`src/design/mio_core_pkg.sv`:
```
/*
 * MIO core-side definitions
 * Packet layout handed from the receive FIFO to the core
 */
package mio_core_pkg;

   //########################################
   //# Packet geometry
   //########################################

   // Fixed packet size on the link
   localparam int PACKET_W = 128;

   //########################################
   //# Packet layout
   //########################################

   // Word 0 on the link lands in the lowest bits,
   // so srcaddr arrives first and ctrl last
   typedef struct packed {
      // Command and transaction type
      logic [7:0]  ctrl;
      // Destination address
      logic [23:0] dstaddr;
      // Payload
      logic [63:0] data;
      // Source address
      logic [31:0] srcaddr;
   } packet_t;

   // Layout has to fill the packet exactly
   localparam int PACKET_T_W = $bits(packet_t);

endpackage

```
`src/design/mio_link_pkg.sv`:
```
/*
 * MIO link-side definitions
 * Frame polarity, beat order and default pin count
 */
package mio_link_pkg;

   //########################################
   //# Bus geometry
   //########################################

   // Data pins driven by the transmitter
   localparam int NMIO_DEFAULT = 16;

   //########################################
   //# Link modes
   //########################################

   // Level of rx_access that marks an active frame
   typedef enum logic {
      FRAME_ACTIVE_HIGH = 1'b0,
      FRAME_ACTIVE_LOW  = 1'b1
   } frame_pol_t;

   // Which half of a link word the first SDR beat fills
   typedef enum logic {
      MSB_BEAT_FIRST = 1'b0,   // first beat -> high half
      LSB_BEAT_FIRST = 1'b1    // first beat -> low half
   } beat_order_t;

endpackage
```
`src/design/mrx.sv`:
```
/*
 * MIO receiver top level
 * Pin capture, packet assembly and packet FIFO on rx_clk
 */
module mrx #(
   parameter int NMIO       = mio_link_pkg::NMIO_DEFAULT,
   parameter int FIFO_DEPTH = 8
) (
   input  logic                      io_nreset,
   input  logic                      rx_clk,
   input  mio_link_pkg::frame_pol_t  framepol,
   input  mio_link_pkg::beat_order_t lsbfirst,
   input  logic                      rx_access,
   input  logic [NMIO-1:0]           rx_packet,
   input  logic                      core_ready,
   output logic                      core_valid,
   output mio_core_pkg::packet_t     core_packet,
   output logic                      rx_wait,
   output logic                      frame_error
);

   // Capture to assembler
   logic                  sync_nreset;
   logic                  frame;
   logic                  word_valid;
   logic [2*NMIO-1:0]     word;
   // Assembler to FIFO
   logic                  pkt_valid;
   mio_core_pkg::packet_t pkt;

   //########################################
   //# Pin capture
   //########################################

   mrx_io #(
      .NMIO (NMIO)
   ) i_mrx_io (
      .io_nreset   (io_nreset),
      .rx_clk      (rx_clk),
      .framepol    (framepol),
      .lsbfirst    (lsbfirst),
      .rx_access   (rx_access),
      .rx_packet   (rx_packet),
      .sync_nreset (sync_nreset),
      .frame       (frame),
      .word_valid  (word_valid),
      .word        (word)
   );

   //########################################
   //# Packet assembly
   //########################################

   mrx_protocol #(
      .NMIO (NMIO)
   ) i_mrx_protocol (
      .rx_clk      (rx_clk),
      .sync_nreset (sync_nreset),
      .frame       (frame),
      .word_valid  (word_valid),
      .word        (word),
      .pkt_valid   (pkt_valid),
      .pkt         (pkt),
      .frame_error (frame_error)
   );

   //########################################
   //# Packet buffer
   //########################################

   // Room is guaranteed by rx_wait, ready checked inside
   mrx_fifo #(
      .DEPTH     (FIFO_DEPTH),
      .payload_t (mio_core_pkg::packet_t)
   ) i_mrx_fifo (
      .rx_clk      (rx_clk),
      .sync_nreset (sync_nreset),
      .in_valid    (pkt_valid),
      .in_data     (pkt),
      .out_ready   (core_ready),
      .in_ready    (),
      .out_valid   (core_valid),
      .out_data    (core_packet),
      .almost_full (rx_wait)
   );

endmodule

```
`src/design/mrx_fifo.sv`:
```
/*
 * Synchronous packet FIFO
 * Valid/ready output register and registered almost-full wait
 */
module mrx_fifo #(
   parameter int  DEPTH     = 8,
   parameter type payload_t = logic [7:0]
) (
   input  logic     rx_clk,
   input  logic     sync_nreset,
   input  logic     in_valid,
   input  payload_t in_data,
   input  logic     out_ready,
   output logic     in_ready,
   output logic     out_valid,
   output payload_t out_data,
   output logic     almost_full
);

   localparam int PTR_W = (DEPTH > 1) ? $clog2(DEPTH) : 1;
   localparam int CNT_W = $clog2(DEPTH + 1);

   // Storage, output register excluded
   payload_t         mem [DEPTH];
   logic [PTR_W-1:0] wr_ptr;
   logic [PTR_W-1:0] rd_ptr;
   logic [CNT_W-1:0] count;
   logic [CNT_W-1:0] count_next;
   logic             wr_en;
   logic             rd_en;

   //########################################
   //# Pointers and occupancy
   //########################################

   assign in_ready = (count != CNT_W'(DEPTH));
   assign wr_en    = in_valid & in_ready;
   // Refill output when empty or being taken
   assign rd_en    = (count != '0) & (~out_valid | out_ready);

   assign count_next = count + CNT_W'(wr_en) - CNT_W'(rd_en);

   always_ff @(posedge rx_clk or negedge sync_nreset) begin
      if (!sync_nreset) begin
         wr_ptr      <= '0;
         rd_ptr      <= '0;
         count       <= '0;
         out_valid   <= 1'b0;
         almost_full <= 1'b0;
      end else begin
         if (wr_en) begin
            wr_ptr <= (wr_ptr == PTR_W'(DEPTH - 1)) ? '0 : wr_ptr + 1'b1;
         end
         if (rd_en) begin
            rd_ptr <= (rd_ptr == PTR_W'(DEPTH - 1)) ? '0 : rd_ptr + 1'b1;
         end
         count <= count_next;
         // Hold valid until the core takes the entry
         if (rd_en) begin
            out_valid <= 1'b1;
         end else if (out_ready) begin
            out_valid <= 1'b0;
         end
         // Two or fewer free slots
         almost_full <= (DEPTH - int'(count_next)) <= 2;
      end
   end

   //########################################
   //# Data path
   //########################################

   always_ff @(posedge rx_clk) begin
      if (wr_en) begin
         mem[wr_ptr] <= in_data;
      end
      if (rd_en) begin
         out_data <= mem[rd_ptr];
      end
   end

   //########################################
   //# Checks
   //########################################

   // Upstream has no stall, wait must keep room
   a_no_overflow : assert property (
      @(posedge rx_clk) disable iff (!sync_nreset)
      in_valid |-> in_ready
   ) else $error("packet written into full FIFO");

   // Output held while stalled
   a_out_stable : assert property (
      @(posedge rx_clk) disable iff (!sync_nreset)
      out_valid && !out_ready |=> out_valid && $stable(out_data)
   ) else $error("out_data changed under back-pressure");

endmodule

```
`src/design/mrx_protocol.sv`:
```
/*
 * MIO receive packet assembler
 * Collects link words into packets and drops frames cut short
 */
module mrx_protocol #(
   parameter int NMIO = 16
) (
   input  logic                 rx_clk,
   input  logic                 sync_nreset,
   input  logic                 frame,
   input  logic                 word_valid,
   input  logic [2*NMIO-1:0]    word,
   output logic                 pkt_valid,
   output mio_core_pkg::packet_t pkt,
   output logic                 frame_error
);

   // Link word size and words per packet
   localparam int WORD_W = 2 * NMIO;
   localparam int NWORDS = mio_core_pkg::PACKET_W / WORD_W;
   // Counter needs one bit even for single word packets
   localparam int CNT_W  = (NWORDS > 1) ? $clog2(NWORDS) : 1;

   // Word position inside the packet being built
   logic [CNT_W-1:0]                  cnt;
   // Frame from the previous cycle
   logic                              frame_q;
   // Falling frame edge
   logic                              frame_fall;
   // Packet under assembly
   logic [mio_core_pkg::PACKET_W-1:0] pkt_q;

   //########################################
   //# Elaboration checks
   //########################################

   // Words must tile the packet exactly
   if ((64 % NMIO) != 0) begin : g_nmio_check
      $error("NMIO must divide 64");
   end

   if (mio_core_pkg::PACKET_T_W != mio_core_pkg::PACKET_W) begin : g_layout_check
      $error("packet_t does not match PACKET_W");
   end

   //########################################
   //# Word counter and error
   //########################################

   assign frame_fall = frame_q & ~frame;

   always_ff @(posedge rx_clk or negedge sync_nreset) begin
      if (!sync_nreset) begin
         cnt         <= '0;
         frame_q     <= 1'b0;
         pkt_valid   <= 1'b0;
         frame_error <= 1'b0;
      end else begin
         frame_q   <= frame;
         pkt_valid <= 1'b0;
         if (word_valid) begin
            // Last word closes the packet
            if (cnt == CNT_W'(NWORDS - 1)) begin
               cnt       <= '0;
               pkt_valid <= 1'b1;
            end else begin
               cnt <= cnt + 1'b1;
            end
         end else if (frame_fall && (cnt != '0)) begin
            // Truncated frame, partial packet thrown away
            cnt         <= '0;
            frame_error <= 1'b1;
         end
      end
   end

   //########################################
   //# Packet register
   //########################################

   // Fill from the low word upward
   always_ff @(posedge rx_clk) begin
      if (word_valid) begin
         pkt_q[cnt*WORD_W +: WORD_W] <= word;
      end
   end

   // Stable for the pkt_valid cycle, next word is two cycles away
   assign pkt = mio_core_pkg::packet_t'(pkt_q);

endmodule

```
`src/design/mrx_io.sv`:
```
/*
 * MIO receive pin capture
 * Reset sync, frame polarity and pairing of SDR beats into link words
 */
module mrx_io #(
   parameter int NMIO = 16
) (
   input  logic                      io_nreset,
   input  logic                      rx_clk,
   input  mio_link_pkg::frame_pol_t  framepol,
   input  mio_link_pkg::beat_order_t lsbfirst,
   input  logic                      rx_access,
   input  logic [NMIO-1:0]           rx_packet,
   output logic                      sync_nreset,
   output logic                      frame,
   output logic                      word_valid,
   output logic [2*NMIO-1:0]         word
);

   // Reset synchronizer stages
   logic [1:0]      rsync;
   // Frame after polarity fix straight from the pin
   logic            rx_frame;
   // High when the next beat closes a word
   logic            second_beat;
   // Held first beat of the current word
   logic [NMIO-1:0] first_beat;

   //########################################
   //# Reset
   //########################################

   // Assert at once and release on second edge
   always_ff @(posedge rx_clk or negedge io_nreset) begin
      if (!io_nreset) begin
         rsync <= 2'b00;
      end else begin
         rsync <= {rsync[0], 1'b1};
      end
   end

   assign sync_nreset = rsync[1];

   //########################################
   //# Frame polarity
   //########################################

   // Invert pin for active low framing
   assign rx_frame = rx_access ^ (framepol == mio_link_pkg::FRAME_ACTIVE_LOW);

   //########################################
   //# Beat pairing
   //########################################

   // Beat select restarts on first beat whenever the frame drops,
   // so an unpaired first beat is simply forgotten
   always_ff @(posedge rx_clk or negedge sync_nreset) begin
      if (!sync_nreset) begin
         frame       <= 1'b0;
         second_beat <= 1'b0;
         word_valid  <= 1'b0;
      end else begin
         frame       <= rx_frame;
         second_beat <= rx_frame & ~second_beat;
         // One cycle strobe after the closing beat
         word_valid  <= rx_frame & second_beat;
      end
   end

   // Word halves steered by beat order
   always_ff @(posedge rx_clk) begin
      if (rx_frame && !second_beat) begin
         first_beat <= rx_packet;
      end
      if (rx_frame && second_beat) begin
         if (lsbfirst == mio_link_pkg::LSB_BEAT_FIRST) begin
            word <= {rx_packet, first_beat};
         end else begin
            word <= {first_beat, rx_packet};
         end
      end
   end

   //########################################
   //# Checks
   //########################################

   // Both beats of a word come from one open frame
   a_word_in_frame : assert property (
      @(posedge rx_clk) disable iff (!sync_nreset)
      $rose(word_valid) |-> frame && $past(frame)
   ) else $error("word_valid rose outside a frame");

endmodule

```
`config.mk`:
```
export PLATFORM = sky130hd
export DESIGN_NAME = mrx
export DESIGN_NICKNAME = d
export VERILOG_FILES = /design/src/design/mio_core_pkg.sv /design/src/design/mio_link_pkg.sv /design/src/design/mrx.sv /design/src/design/mrx_fifo.sv /design/src/design/mrx_protocol.sv /design/src/design/mrx_io.sv
export SDC_FILE = /design/constraint.sdc
export NUM_CORES = 1
export LEC_CHECK = 0
export ABC_CLOCK_PERIOD_IN_PS = 800
export BUFFER_PORTS_ARGS = -buffer_cell sky130_fd_sc_hd__buf_2
export CORE_ASPECT_RATIO = 1.75
export CORE_MARGIN = 3
export CORE_UTILIZATION = 42
export DETAILED_ROUTE_END_ITERATION = 8
export HOLD_SLACK_MARGIN = 0.12
export PLACE_DENSITY_LB_ADDON = 0.12
export SYNTH_ARGS = -nofsm -noshare
export SYNTH_HDL_FRONTEND = slang
export SYNTH_HIERARCHICAL = 1
export SYNTH_SLANG_ARGS = --single-unit
```
`constraint.sdc`:
```
create_clock -name rx_clk -period 0.8 [get_ports rx_clk]
set_clock_uncertainty 0.05 [all_clocks]
set_input_delay 0.08 -clock rx_clk [delete_from_list [all_inputs] [get_ports rx_clk]]
set_output_delay 0.08 -clock rx_clk [all_outputs]
set_load 0.01 [all_outputs]
```
### Word-level counts from Yosys, hierarchy flattened

Memory sizes are Yosys's and may differ from the RTL's. A register that Yosys moved wholly into a read port is not among the register bits.
Cells that the tools add are included.

* add/subtract/negate cells: 7
* magnitude comparators: 1
* equal/unequal tests: 4
* shifts and indexed selects: 2
* mux-type cells: 13
* bitwise gates (word level): 11
* reduce and logical (&&, ||, !) cells: 9

Operators by type and width (count)
* bitwise mux 128 bit: 1
* variable shift 32 x 34 -> 128 bit (first input constant): 1
* indexed part select 32 x 34 -> 128 bit: 1
* negation 7 -> 34 bit: 1
* <= comparator 32 x 3 -> 1 bit (second input constant): 1
* 2-to-1 mux 32 bit: 1
* adder 3 x 1 -> 3 bit (second input constant): 2
* equality test 3 bit (second input constant): 2
* 2-to-1 mux 1 bit: 6
* 2-to-1 mux 2 bit: 3
* 2-to-1 mux 3 bit: 2
* nonzero test 2 bit: 3
* AND 1 bit: 5
* subtractor 4 x 4 -> 5 bit (first input constant): 1
* adder 4 x 1 -> 4 bit: 1
* != test 4 bit (second input constant): 1
* inverter 1 bit: 4
* nonzero test 4 bit: 1
* subtractor 4 x 1 -> 4 bit: 1
* logical AND 1 bit: 3
* adder 2 x 1 -> 2 bit (second input constant): 1
* equality test 2 bit (second input constant): 1
* AND reduction 2 bit: 1
* zero test 1 bit: 1
* other kinds (2): 2

* bits in registers: 198
* memory bits (writable): 1024
* input bits: 22
* output and inout bits: 131
* memories: 1

Memory list
* i_mrx_fifo.mem: depth 8, bits a word 128, read ports 1, clocked after memory_dff 1, wr ports 1, RTL line mrx_fifo.sv:24 `payload_t mem [DEPTH];`

### Depth between registers and ports, before layout

* word-level depth: 6
* mapped depth: 14

### Hierarchy

The synthesis kept the hierarchy.

Modules (own cells, without submodules)
* mrx_fifo: instances 1, cells each 1685, area an instance 43454.2 sq um
* mrx_protocol: instances 1, cells each 302, area an instance 5097.4 sq um
* mrx_io: instances 1, cells each 93, area an instance 2135.8 sq um

### Least setup slack after synthesis

OpenSTA, ideal clock, no wires.

* kind: register to register
* start point: register i_mrx_fifo.count[2]
* end point: memory i_mrx_fifo/mem[0][0] (netlist bit) (enable)
* data arrival time: 12.990 ns
* data required time: -0.180 ns
* path slack: -13.169 ns
* stages on the path, launching flop included: 6
* buffers on the path: 0
* clock period less this slack: 13.969 ns
* cell sequence: dfrtp_1 inv_1 ha_1 or3b_2 nand2_1 nor4_1

* cells in the longest elaborated chain, start to end: 4

RTL lines
* from (decl): RTL line mrx_fifo.sv:27 `logic [CNT_W-1:0] count;`
* from (signal assigned): RTL line mrx_fifo.sv:57 `count <= count_next;`
* != test 4 bit: RTL line mrx_fifo.sv:36 `assign in_ready = (count != CNT_W'(DEPTH));`
* via i_mrx_fifo.in_ready: RTL line mrx_fifo.sv:14 `output logic in_ready,`
* AND 1 bit: RTL line mrx_fifo.sv:37 `assign wr_en = in_valid & in_ready;`
* 2-to-1 mux 1 bit: RTL line mrx_fifo.sv:74 `if (wr_en) begin`
* 2-to-1 mux 1 bit (implied by the code): RTL line mrx_fifo.sv:75 `mem[wr_ptr] <= in_data;`
* to (decl): RTL line mrx_fifo.sv:24

The timed path passes the listed nets, and every way through them passes these cells.

### Final worst setup path

* start point: register i_mrx_fifo.count[2]
* end point: register i_mrx_fifo.almost_full

* cells in the longest elaborated chain, start to end: 6

RTL lines
* != test 4 bit: RTL line mrx_fifo.sv:36
* via i_mrx_fifo.in_ready: RTL line mrx_fifo.sv:14
* AND 1 bit: RTL line mrx_fifo.sv:37
* adder 4 x 1 -> 4 bit: RTL line mrx_fifo.sv:41 `assign count_next = count + CNT_W'(wr_en) - CNT_W'(rd_en);`
* subtractor 4 x 1 -> 4 bit: RTL line mrx_fifo.sv:41
* via i_mrx_fifo.count_next[1]: RTL line mrx_fifo.sv:28 `logic [CNT_W-1:0] count_next;`
* subtractor 4 x 4 -> 5 bit: RTL line mrx_fifo.sv:65 `almost_full <= (DEPTH - int'(count_next)) <= 2;`
* <= comparator 32 x 3 -> 1 bit: RTL line mrx_fifo.sv:65
* to (signal assigned): RTL line mrx_fifo.sv:49 `almost_full <= 1'b0;`
* to (signal assigned): RTL line mrx_fifo.sv:65
* to (decl): RTL line mrx_fifo.sv:17 `output logic almost_full`

The timed path passes the listed nets, and every way through them passes these cells.
A chain may end at the register's enable or synchronous reset.

==> results.md <==
* Sequential fraction of the synthesis area at 79.76%
* Synth cell types at 44
* Pre-CTS setup slack at -2.290 ns
* Violated checks: negative hold slack, negative setup slack
* Fmax at 338.2 MHz
* Net count after synthesis at 2120
* WL/cell at 28.79 microns
* Worst hold margin at -0.3451 ns
* Max Cap Viol at 0
* Crit Path Class: flip-flop to flip-flop
* Commonest non-fill, non-tap cell in the layout: edfxtp_1
* Grt ovf at 0
* DP Wirelength at 74830 microns
* Most common flop cell mapped by yosys: edfxtp_1
* RD Place Congestion at 0.7576
* Syn. warnings at 6
* Syn_area_per_cell at 24.37 sq um
* Outcome: finished with violations
* DR vias at 22947
* WP buf/inv at 3
* RSZ-0062 raised after global routing: yes
* H-tree levels at 3
* Pwr per Cell Area at 3150 nW/um^2
* Die X at 268.6 microns
* IO Count at 153
* Longest Clk Path Bufs at 3
* Clk Tree Root Cell: clkbuf_16
* Most used cell, CP: ha_4
* Die area at 125100 sq um
* Total track usage at 19.89%
* Hold WC Path Type: primary input to flip-flop
* CTS buffer count at 118
* Final cell count without fillers at 4277
* Worst skew pair latency at 0.74 ns
* Endpoints failing setup at 2789
* Synth async-reset ratio at 1.630%
* CTS tree: built
* Slowest-stage cell, CP: fa_2
* Final ANT Viol Nets at 0
* VDD IR max at 2988 uV
* Largest net degree at the start of global routing at 37
* Setup ws final at -2.157 ns
* Mapped Area at 50690 sq um
* CTS sink cnt at 1350
* Clk pin slew, worst setup/hold paths at 0.07 ns
* Static Leak at 21.04 nW
* Total iterations of the first detailed-routing run at 7
* Cells after synthesis at 2080
* DP Cell Count at 3951
* Worst setup SP type: flip-flop
* Endpoint class of the critical path: flip-flop
* Routed vias/inst at 5.365
* Critical path fanouts, max at 3
* Fin crit share at 369.6%
* Initial Util at 42.30%
* Total Wirelength at 123100 microns
* Worst Path Required at 1.38 ns
* # DRC at 0
* Slowest stage delay, CP at 0.56 ns
* Initial DRC count at 1621
* Min cycle time layout at 2.957 ns
* PortBufs at 152
* Commonest cells after routing, fill and taps aside: 1328 x edfxtp_1, 170 x buf_4, 156 x mux4_2
* First-pass GRT wire length at 176600 microns
* Share of cells above drive strength 1 at 38.14%
* Die height at 465.6 microns
* Cell family with most CP delay: adder cells
* Multi-input gate area at 9756 sq um
* Final core occ at 51.90%
* Yosys reg bits at 1350
* Vias in the first global route at 24444
* Layout area overhead at 22.68%
* Hold Violations, Final at 33
* Area occupied by registers at 40440 sq um
* CTS Hold Bufs at 19
* Row count at 168
* Cells along the critical path: inv_2 > ha_4 > or3b_4 > nand2_8 > ha_4 > inv_4 > ha_4 > fa_2 > inv_2 > ha_4 > nand2b_4 > a21oi_2 > a21oi_1 > a211o_1
* Post-synth EDFFs at 1328
* Max-slew violation count at 0
* Core area at 119800 sq um
* Fillcell total at 9348
* CP arrival at 3.54 ns
* Final net count at 2688
* Initial antenna violation count at 12
-- final timing paths --
check | startpoint | to | slack [ns] | cells after the start
setup / recovery | i_mrx_fifo/count[2]$_DFF_PN0_ | i_mrx_fifo/almost_full$_DFF_PN0_ | -2.16 | 14
hold / removal | core_ready | i_mrx_fifo/out_valid$_DFFE_PN0P_ | -0.35 | 3
setup reg to reg | i_mrx_fifo/count[2]$_DFF_PN0_ | i_mrx_fifo/almost_full$_DFF_PN0_ | -2.16 | 14
hold reg to reg | i_mrx_io/rsync[1]$_DFF_PN0_ | i_mrx_fifo/out_valid$_DFFE_PN0P_ | 0.14 | 1
max in group asynchronous | i_mrx_io/rsync[1]$_DFF_PN0_ | i_mrx_fifo/rd_ptr[0]$_DFFE_PN0P_ | 0.37 | 1
min in group asynchronous | i_mrx_io/rsync[1]$_DFF_PN0_ | i_mrx_fifo/out_valid$_DFFE_PN0P_ | 0.14 | 1
-- power by group --
part / total (mW) / leakage [nW] / switching, mW / internal (mW)
logic: 52.4 / 6.85 / 24.4 / 27.9
clock network: 56.0 / 1.82 / 25.4 / 30.6
registers: 87.5 / 12.4 / 2.70 / 84.8
total: 196 / 21.0 / 52.5 / 143
-- state kept, by name (all words and copies together) (netlist names), 2 cells and up --
name,flops
i_mrx_fifo/mem,1024
i_mrx_fifo/out_data,128
i_mrx_protocol/pkt,128
i_mrx_io/word,32
i_mrx_io/first_beat,16
i_mrx_fifo/count,4
i_mrx_fifo/rd_ptr,3
i_mrx_fifo/wr_ptr,3
i_mrx_io/rsync,2
i_mrx_protocol/cnt,2
-- layer usage --
layer / track usage [%] / vias to the layer above / part of all wire (%)
li1: - / 9887 / -
met1: 27.05 / 12346 / 42
met2: 33.06 / 548 / 51
met3: 2.679 / 166 / 4.0
met4: 7.082 / 0 / 3.1
met5: 0 / - / 0
-- synthesized netlist by cell type, types with 2 or more instances --
cell type / instances / share of area [%]
xor2_1: 2 / 0.035
buf_8: 3 / 0.089
mux4_1: 100 / 5.2
and2_2: 11 / 0.16
buf_12: 3 / 0.12
buf_2: 11 / 0.11
ha_1: 17 / 0.42
buf_1: 11 / 0.081
inv_1: 12 / 0.089
o21ai_0: 4 / 0.039
and2_1: 117 / 1.4
a21o_1: 3 / 0.044
a21oi_1: 3 / 0.030
nand2_1: 5 / 0.037
nor2_1: 9 / 0.067
mux2_4: 30 / 0.89
dfrtp_1: 22 / 1.1
nand2b_1: 7 / 0.086
edfxtp_1: 1328 / 79
nor3_1: 7 / 0.069
nand3b_1: 4 / 0.059
mux2_2: 133 / 3.0
clkbuf_1: 24 / 0.18
mux4_2: 156 / 6.9
buf_6: 30 / 0.67
and3_1: 3 / 0.037
nor2b_1: 3 / 0.037
clkbuf_2: 6 / 0.059
-- cells by family after synthesis --
kind of cell / after synthesis / share of synthesized area (%)
AOI/OAI and AO/OA: 13 / 0.1580
xor gates and xnor gates: 2 / 0.03456
adders and majority gates: 18 / 0.4591
buffers and inverters: 101 / 1.414
DFF: 1350 / 79.76
muxes: 419 / 15.96
other: 1 / 0.007398
and+or+nand+nor: 176 / 2.207
-- stage by stage --
stage	hold WS [ns]	instance area, sq um	setup TNS, ns	total power [mW]
after floorplan	-0.2656	50800	-4811.08	118.5
final	-0.3451	62180	-2634.66	195.9
after detailed placement	-0.1807	56320	-1971.30	138.5
after global placement	-0.1797	56320	-1910.23	138.1
after global routing	-0.3578	62180	-2768.30	204.2
after CTS	-0.3991	61920	-2561.60	197.9
-- worst register-to-register path, cell delays in order, from the launching register on --
cell,delay (ns)
dfrtp_1,0.37
inv_2,0.07
ha_4,0.12
or3b_4,0.41
nand2_8,0.08
ha_4,0.15
inv_4,0.04
ha_4,0.15
fa_2,0.56
inv_2,0.06
ha_4,0.27
nand2b_4,0.06
a21oi_2,0.13
a21oi_1,0.05
a211o_1,0.27
-- timing repair --
item	CTS	global route
gates cloned	29	6
setup endpoints to repair	2785	2789
pin swaps	14	8
endpoints found under the hold margin	103	50
setup buffers	49	6
resized for setup	99	16
-- area by class of cell --
class                           instances  share of cell area (%)
Sequential cell                      1350                   65.03
Multi-Input combinational cell        629                   15.69
Timing Repair Buffer                  537                   10.08
Clock buffer                          144                   5.020
Tap cell                             1530                   3.079
Clock inverter                         73                   1.016
Inverter                               12                 0.07646
Antenna cell                            2                0.008049
(Power assumes the default switching activity.)
